--- src/common/backend_pkg.sv ---
`default_nettype none

package backend_pkg;

    localparam int data_w    = 32;
    localparam int gpr_count = 8;
    localparam int gpr_idx_w = 3;
    localparam int seg_count = 6;
    localparam int seg_w     = 16;
    localparam int op_w      = 4;
    localparam int disp_w    = 12;

    // opcodes, 7..15 are undefined
    localparam logic [op_w-1:0] op_add     = 4'h0;
    localparam logic [op_w-1:0] op_sub     = 4'h1;
    localparam logic [op_w-1:0] op_and     = 4'h2;
    localparam logic [op_w-1:0] op_xor     = 4'h3;
    localparam logic [op_w-1:0] op_mov_seg = 4'h4;
    localparam logic [op_w-1:0] op_store   = 4'h5;
    localparam logic [op_w-1:0] op_jmp     = 4'h6;

    localparam int ie_type_w = 4;
    localparam logic [ie_type_w-1:0] ie_undef_op = 4'd6;
    localparam int ie_interrupt_bit = 3;    // set while interrupt_in is high

    typedef enum logic [2:0] {
        alu,
        seg,
        store,
        jmp,
        undef
    } op_class_t;

    // one micro-op word, read as register op or as relative jump
    typedef union packed {
        struct packed {
            logic [op_w-1:0]      opcode;
            logic [gpr_idx_w-1:0] dst;
            logic [gpr_idx_w-1:0] src_a;
            logic [gpr_idx_w-1:0] src_b;
            logic [2:0]           spare;
        } alu_view;
        struct packed {
            logic [op_w-1:0]          opcode;
            logic signed [disp_w-1:0] disp;     // from the jump's own eip
        } br_view;
    } uop_word_t;

endpackage

`default_nettype wire

--- src/backend_top.sv ---
`timescale 1ns/1ns
`default_nettype none

module backend_top (
    input  wire logic                                 clk,
    input  wire logic                                 reset,
    input  wire logic                                 in_valid,
    input  wire logic [15:0]                          in_uop,
    input  wire logic [31:0]                          in_eip,
    input  wire logic                                 wbaq_full,
    input  wire logic                                 interrupt_in,
    output logic                                      in_ready,
    output logic                                      reg_ld,
    output logic [backend_pkg::gpr_idx_w-1:0]         reg_addr,
    output logic                                      seg_ld,
    output logic [backend_pkg::gpr_idx_w-1:0]         seg_addr,
    output logic [backend_pkg::data_w-1:0]            res,
    output logic                                      mem_ld,
    output logic [backend_pkg::data_w-1:0]            mem_addr,
    output logic [backend_pkg::data_w-1:0]            mem_data,
    output logic [31:0]                               new_eip,
    output logic                                      is_resteer,
    output logic                                      stall,
    output logic                                      valid_out,
    output logic                                      final_ie_val,
    output logic [backend_pkg::ie_type_w-1:0]         final_ie_type
);

    logic                                  dec_valid;
    backend_pkg::op_class_t                dec_class;
    backend_pkg::uop_word_t                dec_uop;
    logic [31:0]                           dec_eip;
    logic                                  ex_valid;
    backend_pkg::op_class_t                ex_class;
    logic [backend_pkg::gpr_idx_w-1:0]     ex_dst;
    logic [backend_pkg::data_w-1:0]        ex_result;
    logic [backend_pkg::data_w-1:0]        ex_addr;
    logic [31:0]                           ex_target;
    logic [31:0]                           ex_eip;
    logic [backend_pkg::gpr_idx_w-1:0]     rd_idx_a;
    logic [backend_pkg::gpr_idx_w-1:0]     rd_idx_b;
    logic [backend_pkg::data_w-1:0]        rd_data_a;
    logic [backend_pkg::data_w-1:0]        rd_data_b;
    logic                                  wb_fwd_en;
    logic [backend_pkg::gpr_idx_w-1:0]     wb_fwd_idx;
    logic [backend_pkg::data_w-1:0]        wb_fwd_data;

    assign in_ready = !stall;

    uop_decode u_uop_decode (
        .clk       (clk),
        .reset     (reset),
        .in_valid  (in_valid),
        .in_uop    (in_uop),
        .in_eip    (in_eip),
        .stall     (stall),
        .flush     (is_resteer),
        .dec_valid (dec_valid),
        .dec_class (dec_class),
        .dec_uop   (dec_uop),
        .dec_eip   (dec_eip)
    );

    uop_execute u_uop_execute (
        .clk         (clk),
        .reset       (reset),
        .dec_valid   (dec_valid),
        .dec_class   (dec_class),
        .dec_uop     (dec_uop),
        .dec_eip     (dec_eip),
        .stall       (stall),
        .flush       (is_resteer),
        .rd_idx_a    (rd_idx_a),
        .rd_idx_b    (rd_idx_b),
        .rd_data_a   (rd_data_a),
        .rd_data_b   (rd_data_b),
        .wb_fwd_en   (wb_fwd_en),
        .wb_fwd_idx  (wb_fwd_idx),
        .wb_fwd_data (wb_fwd_data),
        .ex_valid    (ex_valid),
        .ex_class    (ex_class),
        .ex_dst      (ex_dst),
        .ex_result   (ex_result),
        .ex_addr     (ex_addr),
        .ex_target   (ex_target),
        .ex_eip      (ex_eip)
    );

    writeback_stage u_writeback_stage (
        .ex_valid      (ex_valid),
        .ex_class      (ex_class),
        .ex_dst        (ex_dst),
        .ex_result     (ex_result),
        .ex_addr       (ex_addr),
        .ex_target     (ex_target),
        .ex_eip        (ex_eip),
        .wbaq_full     (wbaq_full),
        .interrupt_in  (interrupt_in),
        .valid_out     (valid_out),
        .stall         (stall),
        .reg_ld        (reg_ld),
        .reg_addr      (reg_addr),
        .seg_ld        (seg_ld),
        .seg_addr      (seg_addr),
        .res           (res),
        .mem_ld        (mem_ld),
        .mem_addr      (mem_addr),
        .mem_data      (mem_data),
        .new_eip       (new_eip),
        .is_resteer    (is_resteer),
        .final_ie_val  (final_ie_val),
        .final_ie_type (final_ie_type),
        .wb_fwd_en     (wb_fwd_en),
        .wb_fwd_idx    (wb_fwd_idx),
        .wb_fwd_data   (wb_fwd_data)
    );

    arch_reg_file u_arch_reg_file (
        .clk       (clk),
        .reset     (reset),
        .rd_idx_a  (rd_idx_a),
        .rd_idx_b  (rd_idx_b),
        .rd_data_a (rd_data_a),
        .rd_data_b (rd_data_b),
        .reg_ld    (reg_ld),
        .reg_addr  (reg_addr),
        .res       (res),
        .seg_ld    (seg_ld),
        .seg_addr  (seg_addr)
    );

endmodule

`default_nettype wire

--- src/uop_decode.sv ---
`timescale 1ns/1ns
`default_nettype none

module uop_decode (
    input  wire logic                        clk,
    input  wire logic                        reset,
    input  wire logic                        in_valid,
    input  wire backend_pkg::uop_word_t      in_uop,
    input  wire logic [31:0]                 in_eip,
    input  wire logic                        stall,
    input  wire logic                        flush,
    output logic                             dec_valid,
    output backend_pkg::op_class_t           dec_class,
    output backend_pkg::uop_word_t           dec_uop,
    output logic [31:0]                      dec_eip
);

    backend_pkg::op_class_t in_class;

    // opcode to class, anything unknown goes to undef
    always_comb begin
        case (in_uop.alu_view.opcode)
            backend_pkg::op_add,
            backend_pkg::op_sub,
            backend_pkg::op_and,
            backend_pkg::op_xor: begin
                in_class = backend_pkg::alu;
            end
            backend_pkg::op_mov_seg: begin
                in_class = backend_pkg::seg;
            end
            backend_pkg::op_store: begin
                in_class = backend_pkg::store;
            end
            backend_pkg::op_jmp: begin
                in_class = backend_pkg::jmp;
            end
            default: begin
                in_class = backend_pkg::undef;
            end
        endcase
    end

    always_ff @(posedge clk) begin
        if (reset) begin
            dec_valid <= 1'b0;
        end else if (flush) begin
            dec_valid <= 1'b0;          // drops the op taken at the resteer edge
        end else if (!stall) begin
            dec_valid <= in_valid;
        end
    end

    always_ff @(posedge clk) begin
        if (!stall) begin
            dec_class <= in_class;
            dec_uop   <= in_uop;
            dec_eip   <= in_eip;
        end
    end

endmodule

`default_nettype wire

--- src/uop_execute.sv ---
`timescale 1ns/1ns
`default_nettype none

module uop_execute (
    input  wire logic                                 clk,
    input  wire logic                                 reset,
    input  wire logic                                 dec_valid,
    input  wire backend_pkg::op_class_t               dec_class,
    input  wire backend_pkg::uop_word_t               dec_uop,
    input  wire logic [31:0]                          dec_eip,
    input  wire logic                                 stall,
    input  wire logic                                 flush,
    output logic [backend_pkg::gpr_idx_w-1:0]         rd_idx_a,
    output logic [backend_pkg::gpr_idx_w-1:0]         rd_idx_b,
    input  wire logic [backend_pkg::data_w-1:0]       rd_data_a,
    input  wire logic [backend_pkg::data_w-1:0]       rd_data_b,
    input  wire logic                                 wb_fwd_en,
    input  wire logic [backend_pkg::gpr_idx_w-1:0]    wb_fwd_idx,
    input  wire logic [backend_pkg::data_w-1:0]       wb_fwd_data,
    output logic                                      ex_valid,
    output backend_pkg::op_class_t                    ex_class,
    output logic [backend_pkg::gpr_idx_w-1:0]         ex_dst,
    output logic [backend_pkg::data_w-1:0]            ex_result,
    output logic [backend_pkg::data_w-1:0]            ex_addr,
    output logic [31:0]                               ex_target,
    output logic [31:0]                               ex_eip
);

    logic [backend_pkg::data_w-1:0] op_a;
    logic [backend_pkg::data_w-1:0] op_b;
    logic [backend_pkg::data_w-1:0] alu_res;
    logic [backend_pkg::data_w-1:0] next_result;
    logic [31:0]                    disp_ext;

    assign rd_idx_a = dec_uop.alu_view.src_a;
    assign rd_idx_b = dec_uop.alu_view.src_b;

    // writeback retires the op ahead at this same edge
    assign op_a = (wb_fwd_en && wb_fwd_idx == rd_idx_a) ? wb_fwd_data : rd_data_a;
    assign op_b = (wb_fwd_en && wb_fwd_idx == rd_idx_b) ? wb_fwd_data : rd_data_b;

    always_comb begin
        case (dec_uop.alu_view.opcode)
            backend_pkg::op_add: alu_res = op_a + op_b;
            backend_pkg::op_sub: alu_res = op_a - op_b;
            backend_pkg::op_and: alu_res = op_a & op_b;
            backend_pkg::op_xor: alu_res = op_a ^ op_b;
            default:             alu_res = '0;
        endcase
    end

    always_comb begin
        case (dec_class)
            backend_pkg::seg: begin
                next_result = {{(backend_pkg::data_w - backend_pkg::seg_w){1'b0}},
                               op_a[backend_pkg::seg_w-1:0]};
            end
            backend_pkg::store: begin
                next_result = op_b;     // store data
            end
            default: begin
                next_result = alu_res;
            end
        endcase
    end

    assign disp_ext = {{(32 - backend_pkg::disp_w){dec_uop.br_view.disp[backend_pkg::disp_w-1]}},
                       dec_uop.br_view.disp};

    always_ff @(posedge clk) begin
        if (reset) begin
            ex_valid <= 1'b0;
        end else if (flush) begin
            ex_valid <= 1'b0;
        end else if (!stall) begin
            ex_valid <= dec_valid;
        end
    end

    always_ff @(posedge clk) begin
        if (!stall) begin
            ex_class  <= dec_class;
            ex_dst    <= dec_uop.alu_view.dst;
            ex_result <= next_result;
            ex_addr   <= op_a;          // store address
            ex_target <= dec_eip + disp_ext;
            ex_eip    <= dec_eip;
        end
    end

endmodule

`default_nettype wire

--- src/writeback/arch_reg_file.sv ---
`timescale 1ns/1ns
`default_nettype none

module arch_reg_file (
    input  wire logic                                 clk,
    input  wire logic                                 reset,
    input  wire logic [backend_pkg::gpr_idx_w-1:0]    rd_idx_a,
    input  wire logic [backend_pkg::gpr_idx_w-1:0]    rd_idx_b,
    output logic [backend_pkg::data_w-1:0]            rd_data_a,
    output logic [backend_pkg::data_w-1:0]            rd_data_b,
    input  wire logic                                 reg_ld,
    input  wire logic [backend_pkg::gpr_idx_w-1:0]    reg_addr,
    input  wire logic [backend_pkg::data_w-1:0]       res,
    input  wire logic                                 seg_ld,
    input  wire logic [backend_pkg::gpr_idx_w-1:0]    seg_addr
);

    logic [backend_pkg::data_w-1:0] gpr [backend_pkg::gpr_count];
    logic [backend_pkg::seg_w-1:0]  sreg [backend_pkg::seg_count];   // architectural only

    always_ff @(posedge clk) begin
        if (reset) begin
            for (int i = 0; i < backend_pkg::gpr_count; i++) begin
                gpr[i] <= '0;
            end
            for (int j = 0; j < backend_pkg::seg_count; j++) begin
                sreg[j] <= '0;
            end
        end else begin
            if (reg_ld) begin
                gpr[reg_addr] <= res;
            end
            if (seg_ld && seg_addr < backend_pkg::gpr_idx_w'(backend_pkg::seg_count)) begin
                sreg[seg_addr] <= res[backend_pkg::seg_w-1:0];
            end
        end
    end

    assign rd_data_a = gpr[rd_idx_a];
    assign rd_data_b = gpr[rd_idx_b];

endmodule

`default_nettype wire

--- src/writeback/writeback_stage.sv ---
`timescale 1ns/1ns
`default_nettype none

module writeback_stage (
    input  wire logic                                 ex_valid,
    input  wire backend_pkg::op_class_t               ex_class,
    input  wire logic [backend_pkg::gpr_idx_w-1:0]    ex_dst,
    input  wire logic [backend_pkg::data_w-1:0]       ex_result,
    input  wire logic [backend_pkg::data_w-1:0]       ex_addr,
    input  wire logic [31:0]                          ex_target,
    input  wire logic [31:0]                          ex_eip,
    input  wire logic                                 wbaq_full,
    input  wire logic                                 interrupt_in,
    output logic                                      valid_out,
    output logic                                      stall,
    output logic                                      reg_ld,
    output logic [backend_pkg::gpr_idx_w-1:0]         reg_addr,
    output logic                                      seg_ld,
    output logic [backend_pkg::gpr_idx_w-1:0]         seg_addr,
    output logic [backend_pkg::data_w-1:0]            res,
    output logic                                      mem_ld,
    output logic [backend_pkg::data_w-1:0]            mem_addr,
    output logic [backend_pkg::data_w-1:0]            mem_data,
    output logic [31:0]                               new_eip,
    output logic                                      is_resteer,
    output logic                                      final_ie_val,
    output logic [backend_pkg::ie_type_w-1:0]         final_ie_type,
    output logic                                      wb_fwd_en,
    output logic [backend_pkg::gpr_idx_w-1:0]         wb_fwd_idx,
    output logic [backend_pkg::data_w-1:0]            wb_fwd_data
);

    logic is_alu;
    logic is_seg;
    logic is_store;
    logic is_jmp;
    logic seg_bad;
    logic is_undef;
    logic undef_ie;

    assign is_alu   = ex_class == backend_pkg::alu;
    assign is_seg   = ex_class == backend_pkg::seg;
    assign is_store = ex_class == backend_pkg::store;
    assign is_jmp   = ex_class == backend_pkg::jmp;

    // only six segment registers exist
    assign seg_bad  = is_seg && (ex_dst >= backend_pkg::gpr_idx_w'(backend_pkg::seg_count));
    assign is_undef = (ex_class == backend_pkg::undef) || seg_bad;

    // store queue backpressure
    assign stall     = ex_valid && is_store && wbaq_full;
    assign valid_out = ex_valid && !stall;

    assign reg_ld   = valid_out && is_alu;
    assign reg_addr = ex_dst;
    assign seg_ld   = valid_out && is_seg && !seg_bad;
    assign seg_addr = ex_dst;
    assign res      = ex_result;

    assign mem_ld   = valid_out && is_store;
    assign mem_addr = ex_addr;
    assign mem_data = ex_result;

    // younger ops get flushed at the next edge
    assign is_resteer = valid_out && is_jmp;
    assign new_eip    = is_jmp ? ex_target : ex_eip;

    assign undef_ie     = valid_out && is_undef;
    assign final_ie_val = undef_ie || interrupt_in;

    always_comb begin
        final_ie_type = '0;
        if (undef_ie) begin
            final_ie_type[2:0] = backend_pkg::ie_undef_op[2:0];
        end
        final_ie_type[backend_pkg::ie_interrupt_bit] = interrupt_in;
    end

    // bypass to execute, same value the reg file takes at the edge
    assign wb_fwd_en   = reg_ld;
    assign wb_fwd_idx  = reg_addr;
    assign wb_fwd_data = res;

endmodule

`default_nettype wire
--- config.mk ---
export PLATFORM = sky130hd
export DESIGN_NAME = backend_top
export DESIGN_NICKNAME = d
export VERILOG_FILES = /design/src/common/backend_pkg.sv /design/src/backend_top.sv /design/src/uop_decode.sv /design/src/uop_execute.sv /design/src/writeback/arch_reg_file.sv /design/src/writeback/writeback_stage.sv
export SDC_FILE = /design/constraint.sdc
export NUM_CORES = 1
export LEC_CHECK = 0
export BUFFER_PORTS_ARGS = -buffer_cell sky130_fd_sc_hd__buf_2
export CAP_MARGIN = 15
export CORE_MARGIN = 10
export CORE_UTILIZATION = 30
export DETAILED_ROUTE_END_ITERATION = 10
export PLACE_DENSITY = 0.47
export RECOVER_POWER = 25
export SLEW_MARGIN = 0
export SYNTH_ARGS = -nofsm -noshare
export SYNTH_HDL_FRONTEND = slang
export SYNTH_HIERARCHICAL = 1
export SYNTH_SLANG_ARGS = --single-unit
--- constraint.sdc ---
create_clock -name clk -period 7.8 [get_ports clk]
set_input_delay 1.56 -clock clk [delete_from_list [all_inputs] [get_ports clk]]
set_output_delay 1.56 -clock clk [all_outputs]
set_load 0.02 [all_outputs]
==> results.sh, run 1 <==
export IMPL_grt_max_degree=86
export IMPL_intPower_mw=4.582
export IMPL_synth_ff_latch_count=443
export IMPL_setup_violations=0
export IMPL_critPathMaxFanout=15
export IMPL_maxCapViolCount=3
export IMPL_async_reset_ff_share_pct=0
export IMPL_vdd_ir_drop_worst_uv=151.4
export IMPL_hp_class="reg -> reg"
export IMPL_violations="capacitance limit, slew limit"
export IMPL_synth_ff_type="edfxtp_1"
export IMPL_die_y_um=321.2
export IMPL_final_cells=3314
export IMPL_fin_crit_ps=6778
export IMPL_ys_warn_count=6
export IMPL_drcViolationCount=0
export IMPL_swShare_pct=28.65
export IMPL_drv_slew=155
export IMPL_cts_sinks=443
export IMPL_start_util_pct=30.25
export IMPL_wirelength_um=85160
export IMPL_clock_latency_ps=630
export IMPL_clockBufferDepth=3
export IMPL_grt_pass1_wl_um=125800
export IMPL_arrival_ps=7130
export IMPL_cts_buffers=52
export IMPL_ctsResizeCount=0
export IMPL_htreeDepth=2
export IMPL_n_fill_cell=8891
export IMPL_area_growth_pct=9.807
export IMPL_final_layout_size_suffix_gt1_share_pct=25.04
export IMPL_cts_setup_buffers=0
export IMPL_firstDrtPassIters=6
export IMPL_dieWidth_um=321.2
export IMPL_post_route_period_util_pct=86.89
export IMPL_power_frac_comb_pct=18.3
export IMPL_dieArea_sq_um=103200
export IMPL_cts_root_buf="clkbuf_16"
export IMPL_antenna_found_initial=4
export IMPL_synthesis_instances=2082
export IMPL_vias_per_cell=5.477
export IMPL_ant_nets=0
export IMPL_tns_ps=0
export IMPL_synth_nets=2231
export IMPL_cts_hold_buf=0
export IMPL_core_sq_um=90010
export IMPL_clkTransAtPathRegs_ps=70
export IMPL_p_per_area_nw_per_um2=214.8
export IMPL_grt_pass1_vias=18970
export IMPL_grt_overflow=0
export IMPL_max_slew_margin_pct=-133.6
export IMPL_fp_row_count=110
export IMPL_criticalPathCategory="reg -> reg"
export IMPL_ff2ff_setup_slack_ps=1020
export IMPL_synth_area_sq_um=27220
export IMPL_power_switching_mw=1.840
export IMPL_skew_ps=30.41
export IMPL_place_congestion=0.8175
export IMPL_track_usage_pct=16.07
export IMPL_critPathRequiredTime_ps=8150
export IMPL_io_buffers=197
export IMPL_final_nets=2245
export IMPL_cp_start_kind="flop"
export IMPL_synthDistinctLibCells=92
export IMPL_via_count=18150
export IMPL_leakagePower_nw=11.40
export IMPL_syn_avg_cell_area_sq_um=13.08
export IMPL_crit_path_end_kind="flop"
export IMPL_p_clk_share_pct=37.1
export IMPL_synth_edf_count=441
export IMPL_hpwl_um=54450
export IMPL_worst_pin_slew_ps=3503
export IMPL_avgRoutedWirePerCell_um=25.70
export IMPL_drt_initial_drc_count=1414
export IMPL_tritoncts="done"
export IMPL_place_inst=3218
export IMPL_rsz0062_at_grt="no"
export IMPL_timing_fmax_ghz=0.1475
export IMPL_status="complete, but fails checks"
export IMPL_synth_seq_area_share_pct=48.79
export IMPL_hold_viol=0
export IMPL_seqPwrFrac_pct=44.5
export IMPL_num_io_pins=199
[flip-flops by register name, indices dropped and copies added (netlist names)]
register	count
u_arch_reg_file/gpr	256
u_uop_decode/dec_class	3
u_uop_decode/dec_eip	32
u_uop_decode/dec_uop	16
u_uop_decode/dec_valid	1
u_uop_execute/ex_addr	32
u_uop_execute/ex_class	3
u_uop_execute/ex_dst	3
u_uop_execute/ex_eip	32
u_uop_execute/ex_result	32
u_uop_execute/ex_target	32
u_uop_execute/ex_valid	1
[critical path: stages (launching register included)]
cell      delay (ps)
edfxtp_1         900
buf_4            400
mux4_1           570
mux2_2           310
nor3_1           240
nand3_1          110
mux2_2           330
o21bai_1         310
nor2_1           250
a21oi_1           90
or2_2            360
xnor2_1          160
ha_1             370
nand4_1          190
or4_1            550
o21ai_0          300
o211ai_1         200
a21oi_1          380
a211oi_1         170
xnor2_1          190
o221ai_1         140
[layout make-up]
class	instances	area [sq um]	share of cell area [%]
sequential	443	13280	44.43
clock buffer	66	1375	4.600
clock inverter	29	245.2	0.8203
timing repair buffer	243	1308	4.374
multi-input combinational	1274	11900	39.80
tap	1176	1471	4.922
inverter	82	312.8	1.046
antenna	1	2.502	0.008371
[placed cells by master (no fill, tap or decap), types with 10 or more instances in the layout]
| cell | instances |
|---|---|
| nand4_1 | 10 |
| clkinv_2 | 13 |
| a21oi_1 | 66 |
| clkinv_1 | 38 |
| nor2b_1 | 10 |
| clkbuf_16 | 53 |
| nor2_1 | 59 |
| nor3_1 | 281 |
| a31oi_1 | 14 |
| xnor2_1 | 66 |
| o221ai_1 | 18 |
| a22oi_1 | 23 |
| nand2b_1 | 15 |
| o21ai_0 | 42 |
| ha_1 | 94 |
| nand3_1 | 16 |
| a21o_1 | 20 |
| mux2_4 | 31 |
| a211oi_1 | 10 |
| mux4_2 | 48 |
| mux2i_1 | 26 |
| inv_1 | 49 |
| o21bai_1 | 12 |
| a222oi_1 | 13 |
| mux4_1 | 80 |
| xor2_1 | 23 |
| buf_2 | 187 |
| edfxtp_1 | 441 |
| nand2_1 | 47 |
| clkbuf_1 | 26 |
| mux2_2 | 111 |
| buf_4 | 43 |
[power by group through the flow]
stage | registers, mW | clock network, mW | logic (mW)
final | 2.86 | 2.38 | 1.18
after global routing | 2.88 | 2.54 | 1.28
after CTS | 2.86 | 2.45 | 1.18
after detailed placement | 2.91 | 0 | 1.17
after global placement | 2.91 | 0 | 1.17
after floorplan | 2.86 | 0 | 0.908
[metal layers]
layer	global-route usage (%)	part of all wire [%]
met4	3.888	2.1
met5	0	0.021
met1	21.85	45
met2	26.03	46
met3	3.146	7.0
[final timing paths]
check,start,end,cells past startpoint
setup / recovery,u_uop_decode/dec_uop[3]$_DFFE_PN_,u_uop_execute/ex_result[31]$_DFFE_PN_,20
hold / removal,u_uop_decode/dec_eip[0]$_DFFE_PN_,u_uop_execute/ex_eip[0]$_DFFE_PN_,0
setup reg to reg,u_uop_decode/dec_uop[3]$_DFFE_PN_,u_uop_execute/ex_result[31]$_DFFE_PN_,20
hold reg to reg,u_uop_decode/dec_eip[0]$_DFFE_PN_,u_uop_execute/ex_eip[0]$_DFFE_PN_,0
[synthesized netlist by cell type (6+ instances only)]
| cell | number | area share (%) |
|---|---|---|
| clkinv_1 | 32 | 0.44 |
| mux4_2 | 48 | 4.0 |
| a21o_1 | 20 | 0.55 |
| nand4_1 | 10 | 0.23 |
| nand3_1 | 16 | 0.29 |
| nor3_1 | 282 | 5.2 |
| a31oi_1 | 14 | 0.32 |
| mux2_2 | 111 | 4.6 |
| nor2_1 | 60 | 0.83 |
| nand2_1 | 48 | 0.66 |
| a211oi_1 | 10 | 0.28 |
| o21ai_0 | 42 | 0.77 |
| clkbuf_1 | 68 | 0.94 |
| o21a_1 | 9 | 0.25 |
| o22ai_1 | 6 | 0.14 |
| o221ai_1 | 18 | 0.58 |
| edfxtp_1 | 441 | 49 |
| mux2i_1 | 26 | 0.96 |
| nor2b_1 | 10 | 0.23 |
| o21bai_1 | 20 | 0.55 |
| ha_1 | 94 | 4.3 |
| inv_1 | 50 | 0.69 |
| buf_6 | 26 | 1.1 |
| a222oi_1 | 13 | 0.48 |
| buf_1 | 14 | 0.19 |
| nand2b_1 | 17 | 0.39 |
| xor2_1 | 23 | 0.74 |
| buf_2 | 25 | 0.46 |
| mux2_4 | 31 | 1.7 |
| xnor2_1 | 66 | 2.1 |
| buf_4 | 149 | 4.1 |
| nor4_1 | 10 | 0.23 |
| a22oi_1 | 23 | 0.63 |
| a21oi_1 | 66 | 1.2 |
| mux4_1 | 80 | 7.7 |
[kinds of logic after synthesis]
logic type / share of synthesized area (%)
AO/OA/AOI/OAI: 7.648
XOR/XNOR: 2.863
adder cells (fa/ha/maj): 4.467
buffers and inverters: 7.923
flip-flops: 48.79
multiplexers: 18.95
other: 0.01377
AND/OR/NAND/NOR: 9.348
[through the flow]
stage          utilization, %  hold WS, ps  cell area, sq um  power (mW)  setup slack [ps]
6_report                33.21        458.5             29890       6.421              1022
5_1_grt                 33.21        470.1             29890       6.705             589.8
4_1_cts                 33.25        461.1             29930       6.497              1013
3_5_place_dp            31.45        447.0             28310       4.086              1102
3_3_place_gp            31.45        446.5             28310       4.074              1203
2_1_floorplan               -        430.7             27220       3.764              2215
No activity file was read; power rests on OpenSTA's default activity.
==> run 2: changes to the inputs <==
--- a/config.mk
+++ b/config.mk
@@ -7,10 +7,12 @@
 export LEC_CHECK = 0
 export BUFFER_PORTS_ARGS = -buffer_cell sky130_fd_sc_hd__buf_2
 export CAP_MARGIN = 15
+export CELL_PAD_IN_SITES_DETAIL_PLACEMENT = 1
+export CELL_PAD_IN_SITES_GLOBAL_PLACEMENT = 2
 export CORE_MARGIN = 10
 export CORE_UTILIZATION = 30
 export DETAILED_ROUTE_END_ITERATION = 10
-export PLACE_DENSITY = 0.47
+export PLACE_DENSITY = 0.62
 export RECOVER_POWER = 25
 export SLEW_MARGIN = 0
 export SYNTH_ARGS = -nofsm -noshare
==> results.sh, run 2 (same netlist as run 1, synthesis figures left out) <==
export IMPL_antenna_found_initial=1
export IMPL_cp_top_family="simple AND/OR/NAND/NOR gates"
export IMPL_critPathRequiredTime_ps=8140
export IMPL_post_route_period_util_pct=84.60
export IMPL_htreeDepth=2
export IMPL_r2r_end="u_uop_execute/ex_result[29]$_DFFE_PN_"
export IMPL_critPathMaxStageDelay_ps=1080
export IMPL_final_layout_size_suffix_gt1_share_pct=24.94
export IMPL_max_slew_margin_pct=-151.2
export IMPL_ctsResizeCount=0
export IMPL_clkTransAtPathRegs_ps=60
export IMPL_grt_overflow=0
export IMPL_place_inst=3215
export IMPL_grt_max_degree=81
export IMPL_cts_buffers=52
export IMPL_start_util_pct=30.25
export IMPL_largest_register="u_arch_reg_file/gpr"
export IMPL_status="complete, but fails checks"
export IMPL_tritoncts="done"
export IMPL_cts_root_buf="clkbuf_16"
export IMPL_core_sq_um=90010
export IMPL_drt_initial_drc_count=1431
export IMPL_critPathMostFrequentCell="a21oi_1"
export IMPL_crit_path_cell_trace="mux4_1 -> mux2_4 -> nor3_1 -> nand3_1 -> mux2_2 -> o21bai_1 -> nor2_1 -> a21oi_1 -> or2_2 -> xnor2_1 -> ha_1 -> nand4_1 -> or4_1 -> o21ai_0 -> o211ai_1 -> a21oi_1 -> a31oi_1 -> xor2_1 -> o221ai_1"
export IMPL_setup_violations=0
export IMPL_cts_sinks=443
export IMPL_cp_start_kind="flop"
export IMPL_r2r_worst_path_cells=19
export IMPL_crit_path_end_kind="flop"
export IMPL_n_fill_cell=9559
export IMPL_cts_hold_buf=0
export IMPL_worst_pin_slew_ps=3748
export IMPL_dieArea_sq_um=103200
export IMPL_io_buffers=197
export IMPL_p_per_area_nw_per_um2=222.1
export IMPL_leakagePower_nw=11.47
export IMPL_clockBufferDepth=3
export IMPL_critPathMaxFanout=21
export IMPL_die_y_um=321.2
export IMPL_placed_area_sq_um=28300
export IMPL_largest_register_ffs=256
export IMPL_grt_pass1_vias=19490
export IMPL_wirelength_um=87810
export IMPL_track_usage_pct=16.63
export IMPL_vias_per_cell=5.441
export IMPL_r2r_start="u_uop_decode/dec_uop[5]$_DFFE_PN_"
export IMPL_fin_crit_ps=6599
export IMPL_area_growth_pct=10.49
export IMPL_ff2ff_setup_slack_ps=1200
export IMPL_arrival_ps=6940
export IMPL_fp_row_count=110
export IMPL_dieWidth_um=321.2
export IMPL_via_count=18030
export IMPL_finalInstanceArea_sq_um=30080
export IMPL_vdd_ir_drop_worst_uv=168.7
export IMPL_min_path_cells=0
export IMPL_cts_setup_buffers=0
export IMPL_hold_path_end="u_uop_execute/ex_eip[31]$_DFFE_PN_"
export IMPL_p_total_mw=6.680
export IMPL_rsz0062_at_grt="no"
export IMPL_num_io_pins=199
export IMPL_hpwl_um=56670
export IMPL_final_nets=2242
export IMPL_hp_class="reg -> reg"
export IMPL_ant_nets=0
export IMPL_final_cells=3314
export IMPL_place_congestion=0.7823
export IMPL_drv_slew=217
export IMPL_avgRoutedWirePerCell_um=26.50
export IMPL_drcViolationCount=0
export IMPL_cpMaxStageDelayCell="edfxtp_1"
export IMPL_skew_ps=30.85
export IMPL_path_buf_inv=0
export IMPL_firstDrtPassIters=5
export IMPL_clock_latency_ps=630
export IMPL_layout_common_cells="edfxtp_1 (441), nor3_1 (281), buf_2 (187)"
export IMPL_violations="capacitance limit, slew limit"
export IMPL_hold_viol=0
export IMPL_maxCapViolCount=4
export IMPL_tns_ps=0
export IMPL_final_util_pct=33.42
export IMPL_grt_pass1_wl_um=130500
export IMPL_timing_fmax_ghz=0.1515
export IMPL_final_common_cell="edfxtp_1"
export IMPL_hold_start="u_uop_decode/dec_eip[31]$_DFFE_PN_"
export IMPL_criticalPathCategory="reg -> reg"
## run 2: final cells by class
class	count	area (sq um)	share of cell area [%]
clock inverters	40	495.5	1.647
flip-flops and latches	443	13280	44.16
repair buffers	240	1289	4.284
inverters	82	309.0	1.027
diodes	1	2.502	0.008319
clock buffers	58	1324	4.401
multi-input cells	1274	11910	39.58
well taps	1176	1471	4.892
## run 2: stage by stage
stage / hold slack, ps / worst slack [ps]
final: 456.9 / 1201
after global routing: 462.7 / 699.0
after CTS: 446.9 / 1138
after detailed placement: 445.5 / 1178
after global placement: 437.3 / 1332
after floorplan: 430.7 / 2215
## run 2: worst register-to-register path: stages (launching register included)
cell,delay [ps]
edfxtp_1,1080
mux4_1,460
mux2_4,320
nor3_1,350
nand3_1,130
mux2_2,340
o21bai_1,310
nor2_1,260
a21oi_1,90
or2_2,350
xnor2_1,160
ha_1,390
nand4_1,190
or4_1,530
o21ai_0,320
o211ai_1,200
a21oi_1,340
a31oi_1,160
xor2_1,190
o221ai_1,130
## run 2: worst max-delay path by stage
stage,to,depth (start not counted),start
finish,u_uop_execute/ex_result[29]$_DFFE_PN_,19,u_uop_decode/dec_uop[5]$_DFFE_PN_
global route,u_uop_execute/ex_result[31]$_DFFE_PN_,19,u_uop_decode/dec_uop[5]$_DFFE_PN_
CTS,u_uop_execute/ex_result[29]$_DFFE_PN_,19,u_uop_decode/dec_uop[5]$_DFFE_PN_
detailed placement,u_uop_execute/ex_result[29]$_DFFE_PN_,20,u_uop_decode/dec_uop[3]$_DFFE_PN_
global placement,u_uop_execute/ex_result[31]$_DFFE_PN_,20,u_uop_decode/dec_uop[3]$_DFFE_PN_
floorplan,u_uop_execute/ex_result[24]$_DFFE_PN_,24,u_uop_decode/dec_uop[3]$_DFFE_PN_
## run 2: routing by layer
layer	up-vias	routed length, um	global-route usage, %
li1	8069	-	-
met1	9387	39660	22.39
met2	465	41770	27.59
met3	110	4244	2.549
met4	0	2128	4.394
met5	-	0	0
## run 2: power by group
| part | internal [mW] | switching, mW |
|---|---|---|
| combinational | 0.469 | 0.723 |
| clock | 1.56 | 1.06 |
| sequential | 2.77 | 0.103 |
==> run 3: changes to the inputs <==
==> constraint.sdc (replaced) <==
create_clock -name clk -period 6.7 [get_ports clk]
set_input_delay 1.34 -clock clk [delete_from_list [all_inputs] [get_ports clk]]
set_output_delay 1.34 -clock clk [all_outputs]
set_load 0.02 [all_outputs]
==> results.sh, run 3 (same netlist as run 1, synthesis figures left out) <==
export IMPL_status="complete, but fails checks"
export IMPL_fp_row_count=110
export IMPL_antenna_found_initial=1
export IMPL_htreeDepth=2
export IMPL_tns_ps=0
export IMPL_tritoncts="done"
export IMPL_final_common_cell="edfxtp_1"
export IMPL_p_total_mw=7.637
export IMPL_grt_pass1_wl_um=129900
export IMPL_largest_register="u_arch_reg_file/gpr"
export IMPL_grt_max_degree=97
export IMPL_critPathMaxStageDelay_ps=610
export IMPL_clockBufferDepth=3
export IMPL_final_nets=2254
export IMPL_vias_per_cell=5.413
export IMPL_dpl_worst_slack_ps=237.5
export IMPL_violations="capacitance limit, slew limit"
export IMPL_core_sq_um=90010
export IMPL_ant_nets=0
export IMPL_area_growth_pct=10.49
export IMPL_wirelength_um=87640
export IMPL_clkTransAtPathRegs_ps=70
export IMPL_cts_sinks=443
export IMPL_drcViolationCount=0
export IMPL_critPathMaxFanout=31
export IMPL_crit_path_end_kind="flop"
export IMPL_setup_violations=0
export IMPL_crit_path_cell_trace="buf_12 -> mux4_1 -> mux2_4 -> nor3_1 -> buf_4 -> nand3_1 -> mux2_2 -> o21bai_1 -> nor2_1 -> a21oi_1 -> or2_2 -> xnor2_1 -> ha_1 -> nand4_1 -> or4_1 -> o21ai_0 -> o211ai_1 -> a21oi_1 -> a211oi_1 -> xnor2_1 -> o221ai_1"
export IMPL_via_count=18000
export IMPL_largest_register_ffs=256
export IMPL_place_inst=3225
export IMPL_setup_worst_path_start="u_uop_decode/dec_uop[3]$_DFFE_PN_"
export IMPL_critPathRequiredTime_ps=7080
export IMPL_holdWs_ps=457.8
export IMPL_hold_viol=0
export IMPL_cts_root_buf="clkbuf_16"
export IMPL_finalInstanceArea_sq_um=30080
export IMPL_place_congestion=0.8617
export IMPL_dieArea_sq_um=103200
export IMPL_hold_start="u_uop_decode/dec_eip[0]$_DFFE_PN_"
export IMPL_firstDrtPassIters=5
export IMPL_fin_crit_ps=6296
export IMPL_drv_slew=160
export IMPL_rsz0062_at_grt="no"
export IMPL_die_y_um=321.2
export IMPL_timing_fmax_ghz=0.1588
export IMPL_criticalPathCategory="reg -> reg"
export IMPL_r2r_start="u_uop_decode/dec_uop[3]$_DFFE_PN_"
export IMPL_vdd_ir_drop_worst_uv=184.9
export IMPL_maxCapViolCount=4
export IMPL_track_usage_pct=16.58
export IMPL_grt_pass1_vias=19390
export IMPL_drt_initial_drc_count=1273
export IMPL_hp_class="reg -> reg"
export IMPL_path_buf_inv=2
export IMPL_max_slew_margin_pct=-80.09
export IMPL_io_buffers=197
export IMPL_final_util_pct=33.42
export IMPL_cpMaxStageDelayCell="mux4_1"
export IMPL_arrival_ps=6670
export IMPL_final_cells=3325
export IMPL_layout_common_cells="edfxtp_1 (441), nor3_1 (281), buf_2 (187)"
export IMPL_skew_ps=40.81
export IMPL_placed_area_sq_um=28390
export IMPL_final_layout_size_suffix_gt1_share_pct=25.19
export IMPL_clock_latency_ps=640
export IMPL_dieWidth_um=321.2
export IMPL_grt_overflow=0
export IMPL_fin_ws_ps=404.4
export IMPL_hpwl_um=56260
export IMPL_cp_top_family="simple AND/OR/NAND/NOR gates"
export IMPL_num_io_pins=199
export IMPL_cp_start_kind="flop"
export IMPL_post_route_period_util_pct=93.96
export IMPL_avgRoutedWirePerCell_um=26.36
export IMPL_start_util_pct=30.25
export IMPL_cts_buffers=53
export IMPL_worst_pin_slew_ps=2701
export IMPL_leakagePower_nw=11.48
export IMPL_p_per_area_nw_per_um2=253.9
## run 3: changes by cell type in the layout (fill, tap and decap cells not counted), moves of 2 or more
cell and delta:
clkinv_1 -10, clkbuf_1 +12, clkbuf_8 +4, buf_12 +2, clkbuf_16 +2, bufinv_16 -6
buf_4 +6
## run 3: power by group
part / switching, mW / internal (mW) / leakage [nW]
registers: 0.104 / 3.22 / 4.70
logic: 0.855 / 0.553 / 5.96
clock network: 1.22 / 1.68 / 0.830
## run 3: layer usage
layer	vias up	part of all wire, %	routed length, um	global-route usage (%)
met1	9364	44	38900	21.64
li1	8088	-	-	-
met4	0	2.0	1728	4.032
met3	104	5.0	4347	2.863
met2	443	49	42670	28.24
met5	-	0	0	0
## run 3: worst paths after layout
path	to	slack, ps	depth (start not counted)
worst min-delay path	u_uop_execute/ex_eip[0]$_DFFE_PN_	460	0
worst max register to register	u_uop_execute/ex_result[31]$_DFFE_PN_	400	21
worst min register to register	u_uop_execute/ex_eip[0]$_DFFE_PN_	460	0
worst max-delay path	u_uop_execute/ex_result[31]$_DFFE_PN_	400	21
## run 3: area by class of cell
type	count	area, sq um
multi-input combinational	1274	11900
clock buffer	74	1466
inverter	82	312.8
tap	1176	1471
timing repair buffer	251	1393
antenna	1	2.502
clock inverter	24	254.0
sequential	443	13280
fill	9642	59930
## run 3: what timing repair did
item / CTS / global route
setup endpoints to repair: 0 / 2
setup buffers: 0 / 1
hold buffers: 0 / 0
endpoints found under the hold margin: 0 / 0
resized for setup: 0 / 0
